## config.mk

```make
export PLATFORM = sky130hd
export DESIGN_NAME = decodeTop
export DESIGN_NICKNAME = d
export VERILOG_FILES = /design/src/cpuPkg.sv /design/src/slotIf.sv /design/src/creditFifo.sv /design/src/instrDecoder.sv /design/src/dualDecode.sv /design/src/decodeStage.sv /design/src/decodeTop.sv
export VERILOG_INCLUDE_DIRS = /design/src
export SDC_FILE = /design/constraint.sdc
export NUM_CORES = 1
export LEC_CHECK = 0
export BUFFER_PORTS_ARGS = -buffer_cell sky130_fd_sc_hd__buf_2
export CORE_MARGIN = 1.5
export CORE_UTILIZATION = 25
export CTS_BUF_LIST = sky130_fd_sc_hd__clkbuf_4 sky130_fd_sc_hd__clkbuf_8
export DETAILED_ROUTE_END_ITERATION = 7
export MAX_ROUTING_LAYER = met4
export PLACE_DENSITY = 0.36
export SLEW_MARGIN = 0
export SYNTH_ARGS = -nofsm -noshare
export SYNTH_HDL_FRONTEND = slang
export SYNTH_HIERARCHICAL = 1
export SYNTH_SLANG_ARGS = --single-unit
```

## constraint.sdc

```tcl
create_clock -name clk -period 15.23 [get_ports clk]
set_input_delay 1.523 -clock clk [delete_from_list [all_inputs] [get_ports clk]]
set_output_delay 1.523 -clock clk [all_outputs]
set_load 0.005 [all_outputs]
```

## src/cpu_cfg.svh

```systemverilog
`ifndef CPU_CFG_SVH
`define CPU_CFG_SVH

// fetch queue entries
// also the fetch credits granted after reset
`define FQ_DEPTH 4

// decode buffer entries
// also the slot-link credits the fetch queue starts with
`define DEC_DEPTH 2

// issue-side credits held by the decode stage after reset
`define OUT_CREDITS 2

`endif

```

## src/cpuPkg.sv

```systemverilog
package cpuPkg;

    // alu operation selected by the decoder
    typedef enum logic [3:0] {
        aluAdd,
        aluSub,
        aluAnd,
        aluOr,
        aluXor,
        aluSlt,
        aluLui,
        aluNone
    } aluOp;

    // per-instruction control signals
    typedef struct packed {
        aluOp alu;
        logic useImm;
        logic regWrite;
        logic memRead;
        logic memWrite;
        // conditional branch (beq, bne)
        logic branch;
        // unconditional jump (j, jal, jr)
        logic jump;
        // writes return address to r31
        logic link;
        logic cp0Read;
        logic cp0Write;
        // valid lane with an unsupported encoding
        logic reserved;
    } ctlBundle;

    // one fetch packet, lane 1 is the older instruction
    typedef struct packed {
        logic [31:0] pc;
        logic [1:0][31:0] instr;
        logic [1:0] laneValid;
    } fetchPacket;

    // one decoded instruction
    typedef struct packed {
        logic valid;
        logic [31:0] pc;
        logic [31:0] rawInstr;
        logic [15:0] imm;
        // {rd, sel}
        logic [7:0] cp0ra;
        logic [4:0] ra1;
        logic [4:0] ra2;
        logic [4:0] rdst;
        logic isSlot;
        ctlBundle ctl;
    } decodedLane;

    // index 1 is the older lane
    typedef decodedLane [1:0] decodedPair;

endpackage

```

## src/slotIf.sv

```systemverilog
`timescale 1ns/1ps

// link between fetch queue and decode stage
// credit based, no ready signal
interface slotIf;
    import cpuPkg::*;

    // one cycle per packet sent
    logic valid;
    fetchPacket pkt;
    // one pulse per decode buffer entry freed
    logic credit;

    // fetch queue side
    modport sender (
        output valid,
        output pkt,
        input  credit
    );

    // decode stage side
    modport receiver (
        input  valid,
        input  pkt,
        output credit
    );

endinterface

```

## src/creditFifo.sv

```systemverilog
`timescale 1ns/1ps
`include "cpu_cfg.svh"

module creditFifo #(
    parameter int DEPTH = `FQ_DEPTH
) (
    input  logic clk,
    input  logic rst,
    input  logic inValid,
    input  cpuPkg::fetchPacket inPkt,
    output logic fetchCredit,
    slotIf.sender slot
);
    import cpuPkg::*;

    localparam int ptrW = (DEPTH > 1) ? $clog2(DEPTH) : 1;
    localparam int cntW = $clog2(DEPTH + 1);
    localparam int crdW = $clog2(`DEC_DEPTH + 1);

    fetchPacket mem [DEPTH];
    logic [ptrW-1:0] wrPtr;
    logic [ptrW-1:0] rdPtr;
    logic [cntW-1:0] count;
    logic [crdW-1:0] slotCredits;
    logic pop;

    // head goes out as soon as it exists and decode has room
    assign pop = (count != '0) && (slotCredits != '0);
    assign slot.valid = pop;
    assign slot.pkt = mem[rdPtr];
    // every pop frees a queue entry for the fetch unit
    assign fetchCredit = pop;

    // payload storage
    always_ff @(posedge clk) begin
        if (inValid) begin
            mem[wrPtr] <= inPkt;
        end
    end

    always_ff @(posedge clk) begin
        if (rst) begin
            wrPtr <= '0;
            rdPtr <= '0;
            count <= '0;
            slotCredits <= crdW'(`DEC_DEPTH);
        end else begin
            if (inValid) begin
                wrPtr <= (wrPtr == ptrW'(DEPTH - 1)) ? '0 : wrPtr + 1'b1;
            end
            if (pop) begin
                rdPtr <= (rdPtr == ptrW'(DEPTH - 1)) ? '0 : rdPtr + 1'b1;
            end
            count <= count + cntW'(inValid) - cntW'(pop);
            // credit back from decode may coincide with a send
            slotCredits <= slotCredits + crdW'(slot.credit) - crdW'(pop);
        end
    end

    // fetch unit must respect the credits handed out
    pushNotFull: assert property (@(posedge clk) disable iff (rst)
        inValid |-> count < DEPTH);

    // decode stage never returns more than it was given
    slotCreditBound: assert property (@(posedge clk) disable iff (rst)
        slotCredits <= `DEC_DEPTH);

endmodule

```

## src/instrDecoder.sv

```systemverilog
`timescale 1ns/1ps

module instrDecoder (
    input  logic valid,
    input  logic [31:0] instr,
    output cpuPkg::ctlBundle ctl,
    output logic [4:0] srcRegA,
    output logic [4:0] srcRegB,
    output logic [4:0] destReg,
    output logic jump
);
    import cpuPkg::*;

    // primary opcodes
    localparam logic [5:0] opSpecial = 6'b000000;
    localparam logic [5:0] opJ = 6'b000010;
    localparam logic [5:0] opJal = 6'b000011;
    localparam logic [5:0] opBeq = 6'b000100;
    localparam logic [5:0] opBne = 6'b000101;
    localparam logic [5:0] opAddiu = 6'b001001;
    localparam logic [5:0] opOri = 6'b001101;
    localparam logic [5:0] opLui = 6'b001111;
    localparam logic [5:0] opCop0 = 6'b010000;
    localparam logic [5:0] opLw = 6'b100011;
    localparam logic [5:0] opSw = 6'b101011;
    // funct codes under special
    localparam logic [5:0] fnJr = 6'b001000;
    localparam logic [5:0] fnAddu = 6'b100001;
    localparam logic [5:0] fnSubu = 6'b100011;
    localparam logic [5:0] fnAnd = 6'b100100;
    localparam logic [5:0] fnOr = 6'b100101;
    localparam logic [5:0] fnXor = 6'b100110;
    localparam logic [5:0] fnSlt = 6'b101010;
    // rs codes under cop0
    localparam logic [4:0] rsMf = 5'b00000;
    localparam logic [4:0] rsMt = 5'b00100;

    logic [5:0] opcode;
    logic [5:0] funct;
    logic [4:0] rs;
    logic [4:0] rt;
    logic [4:0] rd;
    logic legal;

    assign opcode = instr[31:26];
    assign rs = instr[25:21];
    assign rt = instr[20:16];
    assign rd = instr[15:11];
    assign funct = instr[5:0];

    always_comb begin
        ctl = '0;
        ctl.alu = aluNone;
        srcRegA = '0;
        srcRegB = '0;
        destReg = '0;
        legal = 1'b1;
        case (opcode)
            opSpecial: begin
                srcRegA = rs;
                srcRegB = rt;
                destReg = rd;
                ctl.regWrite = 1'b1;
                case (funct)
                    fnAddu: ctl.alu = aluAdd;
                    fnSubu: ctl.alu = aluSub;
                    fnAnd: ctl.alu = aluAnd;
                    fnOr: ctl.alu = aluOr;
                    fnXor: ctl.alu = aluXor;
                    fnSlt: ctl.alu = aluSlt;
                    fnJr: begin
                        // only rs is read, nothing written
                        ctl.jump = 1'b1;
                        ctl.regWrite = 1'b0;
                        srcRegB = '0;
                        destReg = '0;
                    end
                    default: legal = 1'b0;
                endcase
            end
            opAddiu, opOri, opLui, opLw: begin
                srcRegA = (opcode == opLui) ? 5'd0 : rs;
                destReg = rt;
                ctl.useImm = 1'b1;
                ctl.regWrite = 1'b1;
                ctl.memRead = (opcode == opLw);
                ctl.alu = (opcode == opOri) ? aluOr : (opcode == opLui) ? aluLui : aluAdd;
            end
            opSw: begin
                // address from rs, store data from rt
                srcRegA = rs;
                srcRegB = rt;
                ctl.useImm = 1'b1;
                ctl.memWrite = 1'b1;
                ctl.alu = aluAdd;
            end
            opBeq, opBne: begin
                // compare by subtraction
                srcRegA = rs;
                srcRegB = rt;
                ctl.branch = 1'b1;
                ctl.alu = aluSub;
            end
            opJ: ctl.jump = 1'b1;
            opJal: begin
                ctl.jump = 1'b1;
                ctl.link = 1'b1;
                ctl.regWrite = 1'b1;
                destReg = 5'd31;
            end
            opCop0: begin
                case (rs)
                    // mfc0 rt, rd
                    rsMf: begin
                        ctl.cp0Read = 1'b1;
                        ctl.regWrite = 1'b1;
                        destReg = rt;
                    end
                    // mtc0 rt, rd
                    rsMt: begin
                        ctl.cp0Write = 1'b1;
                        srcRegA = rt;
                    end
                    default: legal = 1'b0;
                endcase
            end
            default: legal = 1'b0;
        endcase
        // empty lanes and unknown encodings do nothing
        if (!valid || !legal) begin
            ctl = '0;
            ctl.alu = aluNone;
            srcRegA = '0;
            srcRegB = '0;
            destReg = '0;
        end
        ctl.reserved = valid && !legal;
    end

    // any control transfer, so the next lane is a delay slot
    assign jump = ctl.jump | ctl.branch;

endmodule

```

## src/dualDecode.sv

```systemverilog
`timescale 1ns/1ps

module dualDecode (
    input  cpuPkg::fetchPacket pkt,
    output cpuPkg::decodedPair pair
);
    import cpuPkg::*;

    logic [1:0][31:0] lanePc;
    logic olderJump;

    // packet pc is aligned to the older lane
    assign lanePc[1] = pkt.pc;
    assign lanePc[0] = pkt.pc + 32'd4;

    // older lane
    instrDecoder uDecOld (
        .valid(pkt.laneValid[1]),
        .instr(pkt.instr[1]),
        .ctl(pair[1].ctl),
        .srcRegA(pair[1].ra1),
        .srcRegB(pair[1].ra2),
        .destReg(pair[1].rdst),
        .jump(olderJump)
    );

    // younger lane, its own jump flag has no consumer in this pair
    instrDecoder uDecYoung (
        .valid(pkt.laneValid[0]),
        .instr(pkt.instr[0]),
        .ctl(pair[0].ctl),
        .srcRegA(pair[0].ra1),
        .srcRegB(pair[0].ra2),
        .destReg(pair[0].rdst),
        .jump()
    );

    for (genvar i = 0; i < 2; i++) begin : gLane
        assign pair[i].valid = pkt.laneValid[i];
        assign pair[i].pc = lanePc[i];
        assign pair[i].rawInstr = pkt.instr[i];
        assign pair[i].imm = pkt.instr[i][15:0];
        // cp0 address is rd with the 3-bit sel
        assign pair[i].cp0ra = {pkt.instr[i][15:11], pkt.instr[i][2:0]};
    end

    // lane 0 sits in the delay slot of a taken-or-not transfer in lane 1
    assign pair[1].isSlot = 1'b0;
    assign pair[0].isSlot = pkt.laneValid[1] & olderJump;

endmodule

```

## src/decodeStage.sv

```systemverilog
`timescale 1ns/1ps
`include "cpu_cfg.svh"

module decodeStage (
    input  logic clk,
    input  logic rst,
    slotIf.receiver slot,
    output logic decValid,
    output cpuPkg::decodedPair decPair,
    input  logic decCredit
);
    import cpuPkg::*;

    localparam int bufDepth = `DEC_DEPTH;
    localparam int ptrW = (bufDepth > 1) ? $clog2(bufDepth) : 1;
    localparam int cntW = $clog2(bufDepth + 1);
    localparam int crdW = $clog2(`OUT_CREDITS + 1);

    decodedPair decoded;
    decodedPair pairBuf [bufDepth];
    logic [ptrW-1:0] wrPtr;
    logic [ptrW-1:0] rdPtr;
    logic [cntW-1:0] count;
    logic [crdW-1:0] outCredits;

    // decode in the arrival cycle
    dualDecode uDual (
        .pkt(slot.pkt),
        .pair(decoded)
    );

    // head leaves when issue holds a credit for it
    assign decValid = (count != '0) && (outCredits != '0);
    assign decPair = pairBuf[rdPtr];
    // freed buffer entry goes back to the fetch queue
    assign slot.credit = decValid;

    always_ff @(posedge clk) begin
        if (slot.valid) begin
            pairBuf[wrPtr] <= decoded;
        end
    end

    always_ff @(posedge clk) begin
        if (rst) begin
            wrPtr <= '0;
            rdPtr <= '0;
            count <= '0;
            outCredits <= crdW'(`OUT_CREDITS);
        end else begin
            if (slot.valid) begin
                wrPtr <= (wrPtr == ptrW'(bufDepth - 1)) ? '0 : wrPtr + 1'b1;
            end
            if (decValid) begin
                rdPtr <= (rdPtr == ptrW'(bufDepth - 1)) ? '0 : rdPtr + 1'b1;
            end
            count <= count + cntW'(slot.valid) - cntW'(decValid);
            outCredits <= outCredits + crdW'(decCredit) - crdW'(decValid);
        end
    end

    // fetch queue only sends against slot credits
    rxNotFull: assert property (@(posedge clk) disable iff (rst)
        slot.valid |-> count < bufDepth);

    // issue side never returns more credits than it was given
    outCreditBound: assert property (@(posedge clk) disable iff (rst)
        outCredits <= `OUT_CREDITS);

endmodule

```

## src/decodeTop.sv

```systemverilog
`timescale 1ns/1ps
`include "cpu_cfg.svh"

module decodeTop (
    input  logic clk,
    input  logic rst,
    input  logic fetchValid,
    input  logic [31:0] fetchPc,
    input  logic [31:0] fetchInstr1,
    input  logic [31:0] fetchInstr0,
    input  logic [1:0] fetchLaneValid,
    output logic fetchCredit,
    output logic decValid,
    output cpuPkg::decodedPair decPair,
    input  logic decCredit
);
    import cpuPkg::*;

    fetchPacket fetchPkt;

    // queue to decode link
    slotIf slotLink ();

    // lane 1 is the older word
    assign fetchPkt.pc = fetchPc;
    assign fetchPkt.instr = {fetchInstr1, fetchInstr0};
    assign fetchPkt.laneValid = fetchLaneValid;

    creditFifo #(
        .DEPTH(`FQ_DEPTH)
    ) uFetchQueue (
        .clk(clk),
        .rst(rst),
        .inValid(fetchValid),
        .inPkt(fetchPkt),
        .fetchCredit(fetchCredit),
        .slot(slotLink.sender)
    );

    decodeStage uDecode (
        .clk(clk),
        .rst(rst),
        .slot(slotLink.receiver),
        .decValid(decValid),
        .decPair(decPair),
        .decCredit(decCredit)
    );

endmodule

```

==> results of run 1 <==
## report_power, final
| group | switching [mW] | internal, mW | total (mW) |
|---|---|---|---|
| Combinational | 1.69 | 1.11 | 2.80 |
| Sequential | 0.193 | 3.55 | 3.75 |
| Clock | 1.00 | 1.20 | 2.20 |
| Total | 2.88 | 5.87 | 8.75 |
## sequential cells by signal, indices dropped and copies added, names as in the netlist, named ones only
name	cells
uFetchQueue/rdPtr	2
uDecode/count	2
uDecode/pairBuf	476
uDecode/rdPtr	1
uFetchQueue/mem	392
uFetchQueue/slotCredits	2
uDecode/outCredits	2
uFetchQueue/wrPtr	2
uDecode/wrPtr	1
uFetchQueue/count	3
## final timing paths
kind / start / to / cells after the start
worst min-delay path: uFetchQueue/rdPtr[0]$_SDFFE_PP0P_ / flip-flop / 2
worst max register to register: flip-flop / uDecode/pairBuf[0][0]$_DFFE_PP_ / 6
worst min register to register: uFetchQueue/rdPtr[0]$_SDFFE_PP0P_ / flip-flop / 2
worst max-delay path: flip-flop / decPair[14] / 3
## area by class of cell
cell class	count	area (um2)	area share [%]
diodes	20	50.0	0.120
clock inverters	71	429	1.03
well taps	1890	2360	5.69
repair buffers	357	1850	4.45
multi-input cells	733	7650	18.4
clock buffers	225	2740	6.59
inverters	20	75.1	0.180
flip-flops and latches	886	26400	63.6
## critical path: cells and delay by family (launching register included)
kind / cells / cell delay, ns
buffers and inverters: 2 / 0.64
flip-flops: 1 / 0.93
multiplexers: 1 / 0.45
## placed cells by master (no fill, tap or decap), drive strengths merged, types with 26 or more instances in the layout
cell type  count
mux4          98
mux2         239
xnor2         26
nor2          56
nand2         50
nand3         33
clkbuf       225
inv           26
buf          357
edfxtp       868
clkinv        55
## per-stage QoR
step	power, mW	utilization, %	setup slack [ns]	std cells
finish	8.75	29.3	10.33	4202
global route	9.29	29.3	10.07	4200
CTS	9.00	29.3	10.12	4182
detailed placement	6.72	27.0	10.51	3886
floorplan	5.93	-	3.13	1860
global placement	6.67	27.0	10.51	3886
## metal layers
layer / vias to the layer above / share of wire (%) / GRT usage [%]
li1: 7855 / - / -
met1: 9159 / 43 / 15.6
met2: 477 / 48 / 20.4
met3: 175 / 7.0 / 4.68
met4: 0 / 2.3 / 4.37
met5: - / 0 / -
==> results.md, run 1 <==
- Run status: completed
- Cell Chain, Critical Path: buf_12 > mux2_2 > buf_2
- Largest fanout on the critical path: 126
- Hold_ws: 0.489 ns
- Post-Synthesis Net Count: 1,973
- Count of final hold-check violations: 0
- Peak per-stage delay on the critical path: 0.93 ns
- Area growth from synthesis to layout: 16.0%
- Hold-fix buffer count after cts: 0
- Crit. End Element: output port
- Synthesis warning total: 6
- Highest-delay cell along the critical path: dfxtp_4
- Leakage power: 13.6 nW
- Number of inserted filler cells in the final layout: 14,200
- Number of resized instances in the post-cts repair step: 0
- Antenna violations before repair: 36
- Skew-Pair Late Insertion Delay: 0.88 ns
- CTS buffer count: 165
- Vertical die dimension: 382 um
- Pin count of the biggest net entering global routing: 138
- Per-instance average area after synthesis: around 19 um2
- Final routed DRC violation total: 0
- Power per cell area: 210 mW/mm2
- Clock Path Buffers: 3
- Worst setup skew after layout: between 0.05 and 0.06 ns
- Effective utilization at floorplan: 25.3%
- Unrepaired setup endpoints after global routing: no
- # Post-CTS Setup Buffers: 0
- Post-synthesis instance total: 1,860
- Area of the core: between 0.1 and 0.15 mm2
- Boundary pin count: 342
- First-pass iteration count of the detailed router: 5
- Grt ovf: 0
- Total global routing track utilization: 13.1%
- Net total in the final layout: 2,276
- Number of vias after detailed routing: between 15,000 and 20,000
- Final RePlAce weighted congestion: 0.737
- CTS tree: yes
- Reg-to-reg slack, setup: ~11 ns
- # rows: 138
- Post-synthesis instance area: 0.0358 mm2
- Crit path kind: flip-flop to output port
- Post-detailed-placement half-perimeter wirelength: about 58,000 um
- Tcrit/Tclk final: about a third
- Iteration-0 DRC count of the detailed router: 1,181
- CP Data Required Time: 13.71 ns
- Max-slew violation total from the final report: 0
- Die area: 0.146 mm2
- PortBufs: 341
- DR WL/cell: 22.1 um
- Buffer cell driving the clock tree root: clkbuf_8
- Final WL: 92,800 um
- First-pass GRT wire length: 133,000 um
- Post-DRT Antenna Nets: 0
- Detail-routed via count per cell: 4.20
- Worst voltage drop across the vdd grid: between 0.09 and 0.1 mV
- Sink Count: 886
- Endpoint arrival time on the critical path: 3.38 ns
- Final setup violation count: 0
- CTS H-tree lvls: 4
- Max-cap violations: 0
- Worst hold path class: flip-flop to flip-flop
- Placed Area: about 0.038 mm2
- Fraction of final layout cells sized beyond drive strength 1: 44.0%
- Post-route standard cell area excluding fillers: 0.0416 mm2
- Type of element launching the critical path: flip-flop
- Peak Freq: 204 MHz
- Clock Pin Slew Worst Setup and Hold Paths: about 0.050 ns
- Slew at the pin with the worst max-slew slack: about 1.2 ns
- Horizontal die dimension: 382 um
- Final-layout setup total negative slack: 0 ns
- Rel. slew slack: between 20% and 30%
- Vias in the first global route: 19,100
- Clock period minus worst slack: 4.90 ns
Note: power is estimated with default switching activity, not from simulation.
==> run 2, diff against run 1 <==
--- a/config.mk
+++ b/config.mk
@@ -12,7 +12,7 @@
 export CTS_BUF_LIST = sky130_fd_sc_hd__clkbuf_4 sky130_fd_sc_hd__clkbuf_8
 export DETAILED_ROUTE_END_ITERATION = 7
 export MAX_ROUTING_LAYER = met4
-export PLACE_DENSITY = 0.36
+export PLACE_DENSITY = 0.38
 export SLEW_MARGIN = 0
 export SYNTH_ARGS = -nofsm -noshare
 export SYNTH_HDL_FRONTEND = slang
==> constraint.sdc (replaced) <==
create_clock -name clk -period 4.3 [get_ports clk]
set_input_delay 0.43 -clock clk [delete_from_list [all_inputs] [get_ports clk]]
set_output_delay 0.43 -clock clk [all_outputs]
set_load 0.005 [all_outputs]
==> run 2 against run 1 <==
Effect of this change: final cell count rose by 2.6%; register-to-register slack worse by 9.6 ns; non-clock buffer count up 118; sequential cell count unchanged; via count up 1.8%; clock-buffer cell count fell by 1; utilization up 0.99 points; highest routed layer unchanged.
==> results.md, run 2 (synthesis results as in run 1) <==
- Run status: completed (unchanged)
- Area growth from synthesis to layout: 20.0% (was 16.0%)
- Clock Pin Slew Worst Setup and Hold Paths: 0.06 ns (was 0.05 ns)
- Final-layout setup total negative slack: 0 ns (unchanged)
- Post-route standard cell area excluding fillers: 0.0430 mm2 (was 0.0416 mm2)
- Post-Place Worst Slack: 1.00 ns (was 10.51 ns)
- Pin count of the biggest net entering global routing: 131 (was 138)
- CTS H-tree lvls: 4 (unchanged)
- First-pass iteration count of the detailed router: 5 (unchanged)
- Hold-fix buffer count after cts: 103 (was 0)
- Largest fanout on the critical path: 42 (was 126)
- Placed Area: 0.0387 mm2 (was 0.0384 mm2)
- Final setup violation count: 0 (unchanged)
- Power per cell area: 734 mW/mm2 (was 210 mW/mm2)
- PortBufs: 341 (unchanged)
- Clock period minus worst slack: 3.38 ns
- Most common library cell in the layout ignoring fill and taps: edfxtp_1 (unchanged)
- CP Data Required Time: 3.87 ns (was 13.71 ns)
- Max-slew violation total from the final report: 0 (unchanged)
- Final setup slack of the worst path: 0.916 ns (was 10.33 ns)
- Largest registers in the final layout: uDecode/pairBuf x476, uFetchQueue/mem x392, uFetchQueue/count x3 (unchanged)
- Worst voltage drop across the vdd grid: 0.924 mV (was 0.0980 mV)
- Clock Path Buffers: 3 (unchanged)
- Final routed DRC violation total: 0 (unchanged)
- DR WL/cell: 21.9 um (was 22.1 um)
- Crit path kind: flip-flop to output port (unchanged)
- Grt ovf: 0 (unchanged)
- Slew at the pin with the worst max-slew slack: 1.11 ns (was 1.16 ns)
- Number of vias after detailed routing: 18,000 (was 17,700)
- Final RePlAce weighted congestion: 0.771 (was 0.737)
- CTS tree: yes (unchanged)
- Worst setup skew after layout: 0.0544 ns (was 0.0519 ns)
- Fraction of final layout cells sized beyond drive strength 1: 42.8% (was 44.0%)
- First-pass GRT wire length: 136,000 um (was 133,000 um)
- Number of resized instances in the post-cts repair step: 0 (unchanged)
- Final WL: 94,200 um (was 92,800 um)
- Effective utilization at floorplan: 25.3% (unchanged)
- Sink Count: 886 (unchanged)
- Peak Freq: 296 MHz
- Boundary pin count: 342 (unchanged)
- Type of element launching the critical path: flip-flop (unchanged)
- Rel. slew slack: 25.9% (was 22.2%)
- CTS buffer count: 164 (was 165)
- Leakage power: 14.2 nW (was 13.6 nW)
- Skew-Pair Late Insertion Delay: 0.90 ns (was 0.88 ns)
- Post-layout utilization of the core: 30.3% (was 29.3%)
- # rows: 138 (unchanged)
- Crit. End Element: output port (unchanged)
- Commonest non-fill, non-tap cells in the layout: 868 x edfxtp_1, 341 x buf_2, 239 x mux2_2 (unchanged)
- Post-detailed-placement half-perimeter wirelength: 59,800 um (was 57,700 um)
- Worst hold path class: input port to flip-flop (was flip-flop to flip-flop)
- Cell total after placement: 3,901 (was 3,886)
- Unrepaired setup endpoints after global routing: no (unchanged)
- Net total in the final layout: 2,393 (was 2,276)
- Vertical die dimension: 382 um (unchanged)
- Count of final hold-check violations: 0 (unchanged)
- # Post-CTS Setup Buffers: 0 (unchanged)
- Tcrit/Tclk final: 78.7%
- Antenna violations before repair: 17 (was 36)
- Vias in the first global route: 19,500 (was 19,100)
- Area of the core: 0.142 mm2 (unchanged)
- Number of flip-flops under the largest register name: 476 (unchanged)
- Iteration-0 DRC count of the detailed router: 949 (was 1,181)
- Filler-free cell count of the finished design: 4,311 (was 4,202)
- Die area: 0.146 mm2 (unchanged)
- Buffer cell driving the clock tree root: clkbuf_8 (unchanged)
- Endpoint arrival time on the critical path: 2.95 ns (was 3.38 ns)
- Max-cap violations: 0 (unchanged)
- Total global routing track utilization: 13.3% (was 13.1%)
- Post-DRT Antenna Nets: 0 (unchanged)
- Biggest register: uDecode/pairBuf (unchanged)
- Horizontal die dimension: 382 um (unchanged)
- Detail-routed via count per cell: 4.17 (was 4.20)
-- run 2: cell types whose count changed in the layout (fill, tap and decap cells not counted), sizes merged --
cell and delta:
dlygate4sd3 +103, buf +15, diode -6, clkinvlp -4
bufinv +3, clkbuf -1, clkinv -1
-- run 2: report_power, final --
part	switching (mW)	leakage, nW	total, mW	internal (mW)
combinational	6.16	4.31	10.3	4.17
sequential	0.599	8.20	13.2	12.6
clock	3.61	1.71	8.04	4.42
total	10.4	14.2	31.5	21.2
-- run 2: worst max-delay path, cell delays in order, from the launching register on --
cell	delay, ns
dfxtp_4	0.90
buf_4	0.52
mux2_2	0.45
buf_2	0.15
-- run 2: area by class of cell --
cell class	instances	area, um2
antenna	14	35.0
sequential	886	26400
fill	14100	98900
inverter	20	75.1
timing repair buffer	475	3170
tap	1890	2360
multi-input combinational	733	7660
clock buffer	224	2710
clock inverter	69	543
-- run 2: path summary, 6_finish.rpt --
kind                                                         from                                 to  slack (ns)  depth (start not counted)
worst max-delay path                                    flip-flop                       decPair[175]        0.92                          3
worst min-delay path                              fetchInstr0[21]   uFetchQueue/mem[2][23]$_DFFE_PP_        0.29                          2
worst min register to register  uFetchQueue/rdPtr[0]$_SDFFE_PP0P_  uFetchQueue/rdPtr[0]$_SDFFE_PP0P_        0.50                          2
worst max register to register                          flip-flop    uDecode/pairBuf[0][0]$_DFFE_PP_        1.09                          6
-- run 2: metrics by stage --
step | hold slack (ns) | total power, mW
6_report | 0.290 | 31.5
5_1_grt | 0.222 | 33.5
4_1_cts | 0.152 | 32.4
3_3_place_gp | 0.487 | 23.9
3_5_place_dp | 0.491 | 24.1
2_1_floorplan | 0.471 | 20.5
-- run 2: layer usage --
| layer | vias to the layer above | wire (um) | track usage, % |
|---|---|---|---|
| li1 | 8083 | - | - |
| met1 | 9269 | 41200 | 16.2 |
| met2 | 483 | 45600 | 21.2 |
| met3 | 156 | 5240 | 3.55 |
| met4 | 0 | 2170 | 4.51 |
| met5 | - | 0 | - |
==> run 3, diff against run 2 <==
--- a/config.mk
+++ b/config.mk
@@ -6,13 +6,14 @@
 export SDC_FILE = /design/constraint.sdc
 export NUM_CORES = 1
 export LEC_CHECK = 0
+export ABC_AREA = 1
 export BUFFER_PORTS_ARGS = -buffer_cell sky130_fd_sc_hd__buf_2
 export CORE_MARGIN = 1.5
 export CORE_UTILIZATION = 25
 export CTS_BUF_LIST = sky130_fd_sc_hd__clkbuf_4 sky130_fd_sc_hd__clkbuf_8
 export DETAILED_ROUTE_END_ITERATION = 7
 export MAX_ROUTING_LAYER = met4
-export PLACE_DENSITY = 0.38
+export PLACE_DENSITY = 0.36
 export SLEW_MARGIN = 0
 export SYNTH_ARGS = -nofsm -noshare
 export SYNTH_HDL_FRONTEND = slang
==> constraint.sdc (replaced) <==
create_clock -name clk -period 3.42 [get_ports clk]
set_input_delay 0.342 -clock clk [delete_from_list [all_inputs] [get_ports clk]]
set_output_delay 0.342 -clock clk [all_outputs]
set_load 0.005 [all_outputs]
==> run 3 against run 2 <==
Effect of this change: register-to-register slack worse by 0.87 ns; sequential power rose by 27%; highest routed layer unchanged; sequential share of layout area is 1.8 points lower; global-route usage up 0.78 points; power increased by 27%; critical path type is now flip-flop to flip-flop; via count grew 19%; critical path depth increased by 9.
==> results.md, run 3 <==
- Biggest register: uDecode/pairBuf (unchanged)
- Post-synthesis instance area: 0.0366 mm2 (was 0.0358 mm2)
- Final WL: 102,000 um (was 94,200 um)
- Filler-free cell count of the finished design: 5,035 (was 4,311)
- Antenna violations before repair: 32 (was 17)
- Number of vias after detailed routing: 21,300 (was 18,000)
- Reg area: 0.0264 mm2 (about the same)
- Post-DRT Antenna Nets: 0 (unchanged)
- Area of the core: 0.145 mm2 (was 0.142 mm2)
- Horizontal die dimension: 386 um (was 382 um)
- Reg-to-reg slack, setup: 0.22 ns (was 1.09 ns)
- Sink Count: 886 (unchanged)
- Overall Power: 40.2 mW (was 31.5 mW)
- DR WL/cell: 20.3 um (was 21.9 um)
- Grt ovf: 0 (unchanged)
- Cell Chain, Critical Path: inv_4 > buf_4 > buf_4 > o21ai_1 > o22ai_1 > nand2_1 > nor2_1 > nand2_1 > nor2_1 > nand2_1 > nand2_1 > nand2_1 (was buf_4 > mux2_2 > buf_2)
- Die area: 0.149 mm2 (was 0.146 mm2)
- Total global routing track utilization: 14.1% (was 13.3%)
- Slew at the pin with the worst max-slew slack: 0.948 ns (was 1.11 ns)
- Post-synthesis instance total: 2,503 (was 1,860)
- Multi-input gate area: 0.00789 mm2 (was 0.00766 mm2)
- Final routed DRC violation total: 0 (unchanged)
- CP top delay family: simple AND/OR/NAND/NOR gates (was flip-flops)
- Boundary pin count: 342 (unchanged)
- Worst hold path class: input port to flip-flop (unchanged)
- Per-instance average area after synthesis: 14.6 um2 (was 19.3 um2)
- Iteration-0 DRC count of the detailed router: 1,051 (was 949)
- Power per cell area: 908 mW/mm2 (was 734 mW/mm2)
- First-pass GRT wire length: 148,000 um (was 136,000 um)
- Switching part of the total: 34.0% (was 32.9%)
- Worst voltage drop across the vdd grid: 0.565 mV (was 0.924 mV)
- Number of inserted filler cells in the final layout: 14,600 (was 14,100)
- Leakage power: 15.8 nW (was 14.2 nW)
- Fraction of power consumed by sequential logic: 41.4% (was 41.8%)
- Detail-routed via count per cell: 4.24 (was 4.17)
- Skew-Pair Late Insertion Delay: 0.89 ns (was 0.90 ns)
- Most common library cell in the layout ignoring fill and taps: edfxtp_1 (unchanged)
- Final RePlAce weighted congestion: 0.786 (was 0.771)
- Run status: completed (unchanged)
- Peak per-stage delay on the critical path: 0.62 ns (was 0.90 ns)
- Number of flip-flops under the largest register name: 476 (unchanged)
- Post-detailed-placement half-perimeter wirelength: 66,000 um (was 59,800 um)
- CTS H-tree lvls: 4 (unchanged)
- Area growth from synthesis to layout: 21.0% (was 20.0%)
- Worst flop-to-flop path endpoint: uDecode/pairBuf[0][117]$_DFFE_PP_ (was uDecode/pairBuf[0][0]$_DFFE_PP_)
- Post-Synthesis Net Count: 2,616 (was 1,973)
- Pin count of the biggest net entering global routing: 103 (was 131)
- Cell count of the worst hold path: 2 (unchanged)
- Largest fanout on the critical path: 22 (was 42)
- Crit. End Element: flip-flop (was output port)
- Type of element launching the critical path: flip-flop (unchanged)
- Unrepaired setup endpoints after global routing: no (unchanged)
- Effective utilization at floorplan: 25.2% (was 25.3%)
- Hold_ws: 0.215 ns (was 0.290 ns)
- Count of buffering cells on the critical path with inverters included: 3 (was 2)
- Vias in the first global route: 22,200 (was 19,500)
- Endpoint arrival time on the critical path: 3.82 ns (was 2.95 ns)
- CP Data Required Time: 4.04 ns (was 3.87 ns)
- Highest-delay cell along the critical path: o22ai_1 (was dfxtp_4)
- Clock Path Buffers: 3 (unchanged)
- Buffer cell driving the clock tree root: clkbuf_8 (unchanged)
- # rows: 140 (was 138)
- Largest registers in the final layout: uDecode/pairBuf x476, uFetchQueue/mem x392, uFetchQueue/count x3 (unchanged)
- Tcrit/Tclk final: 93.7%
- Rel. slew slack: 36.8% (was 25.9%)
- Final setup violation count: 0 (unchanged)
- Clock Pin Slew Worst Setup and Hold Paths: 0.06 ns (about the same)
- Peak Freq: between 300 and 400 MHz
- Vertical die dimension: 386 um (was 382 um)
- Crit path kind: flip-flop to flip-flop (was flip-flop to output port)
- Commonest non-fill, non-tap cells in the layout: 868 x edfxtp_1, 341 x buf_2, 305 x nor2_1 (was 868 x edfxtp_1, 341 x buf_2, 239 x mux2_2)
- Max-slew violation total from the final report: 0 (unchanged)
- Net total in the final layout: 3,083 (was 2,393)
- Max-cap violations: 0 (unchanged)
- First-pass iteration count of the detailed router: 5 (unchanged)
- Count of final hold-check violations: 0 (unchanged)
- CTS buffer count: 164 (unchanged)
- Share of power burned in combinational logic: 33.2% (was 32.8%)
- Depth of the worst register-to-register path: 12 (was 6)
- P_int: 26.5 mW (was 21.2 mW)
- Fraction of final layout cells sized beyond drive strength 1: 34.0% (was 42.8%)
- Min-delay src: fetchPc[21] (was fetchInstr0[21])
- Worst setup skew after layout: 0.0493 ns (was 0.0544 ns)
- Switch Pwr: 13.7 mW (was 10.4 mW)
- Part of the power in the clock network: 25.4% (was 25.5%)
- CTS tree: yes (unchanged)
- Synthesis warning total: 6 (unchanged)
- Cell total after placement: 4,617 (was 3,901)
- Most used cell along the critical path: nand2_1
- Clock period minus worst slack: 3.20 ns
- Endpoint with the worst hold slack: uFetchQueue/mem[0][87]$_DFFE_PP_ (was uFetchQueue/mem[2][23]$_DFFE_PP_)
- PortBufs: 341 (unchanged)
## run 3: power groups by stage
| stage | logic [mW] | registers (mW) | clock network (mW) |
|---|---|---|---|
| after floorplan | 8.70 | 16.7 | 0 |
| after global placement | 13.5 | 16.8 | 0 |
| after detailed placement | 13.6 | 16.9 | 0 |
| after CTS | 13.8 | 16.7 | 10.7 |
| after global routing | 14.7 | 16.9 | 11.1 |
| final | 13.3 | 16.7 | 10.2 |
## run 3: layer usage
metal	global-route usage (%)	vias to the layer above	wire length [um]
li1	-	9956	-
met1	17.4	10700	45200
met2	22.4	540	49100
met3	3.78	159	5780
met4	4.14	0	2050
met5	-	-	0
## run 3: final cells by class
cell class	instances	area share (%)
multi-input cells	1256	17.8
inverters	112	1.03
well taps	1917	5.42
clock buffers	231	6.26
repair buffers	550	8.51
flip-flops and latches	886	59.7
diodes	24	0.136
clock inverters	59	1.09
## run 3: through the flow
| stage | utilization, % | setup TNS [ns] | setup WS, ns | area, um2 |
|---|---|---|---|---|
| 6_report | 30.4 | 0 | 0.216 | 44300 |
| 4_1_cts | 30.4 | 0 | 0.0492 | 44200 |
| 2_1_floorplan | - | -642.75 | -1.39 | 36600 |
| 3_5_place_dp | 27.4 | 0 | 0.0818 | 39900 |
| 5_1_grt | 30.4 | 0 | 0.00212 | 44300 |
| 3_3_place_gp | 27.4 | 0 | 0.0883 | 39900 |
## run 3: worst max path at each step
stage                                           from                                 to  slack (ns)  cells after the start
2_1_floorplan  uFetchQueue/slotCredits[1]$_SDFF_PP1_    uDecode/pairBuf[1][0]$_DFFE_PP_       -1.39                      6
3_3_place_gp                               flip-flop  uDecode/pairBuf[0][126]$_DFFE_PP_        0.09                     12
3_5_place_dp                               flip-flop  uDecode/pairBuf[1][128]$_DFFE_PP_        0.08                     12
4_1_cts                                    flip-flop  uDecode/pairBuf[1][128]$_DFFE_PP_        0.05                     12
5_1_grt                                    flip-flop  uDecode/pairBuf[0][135]$_DFFE_PP_       0.002                     13
6_report                                   flip-flop  uDecode/pairBuf[0][117]$_DFFE_PP_        0.22                     12
## run 3: repair_timing
action                                  CTS  global route
hold buffers                            102             0
endpoints found under the hold margin   410             0
endpoints found under the setup margin    0            51
buffers inserted                          0             2
gates resized for setup                   0             2
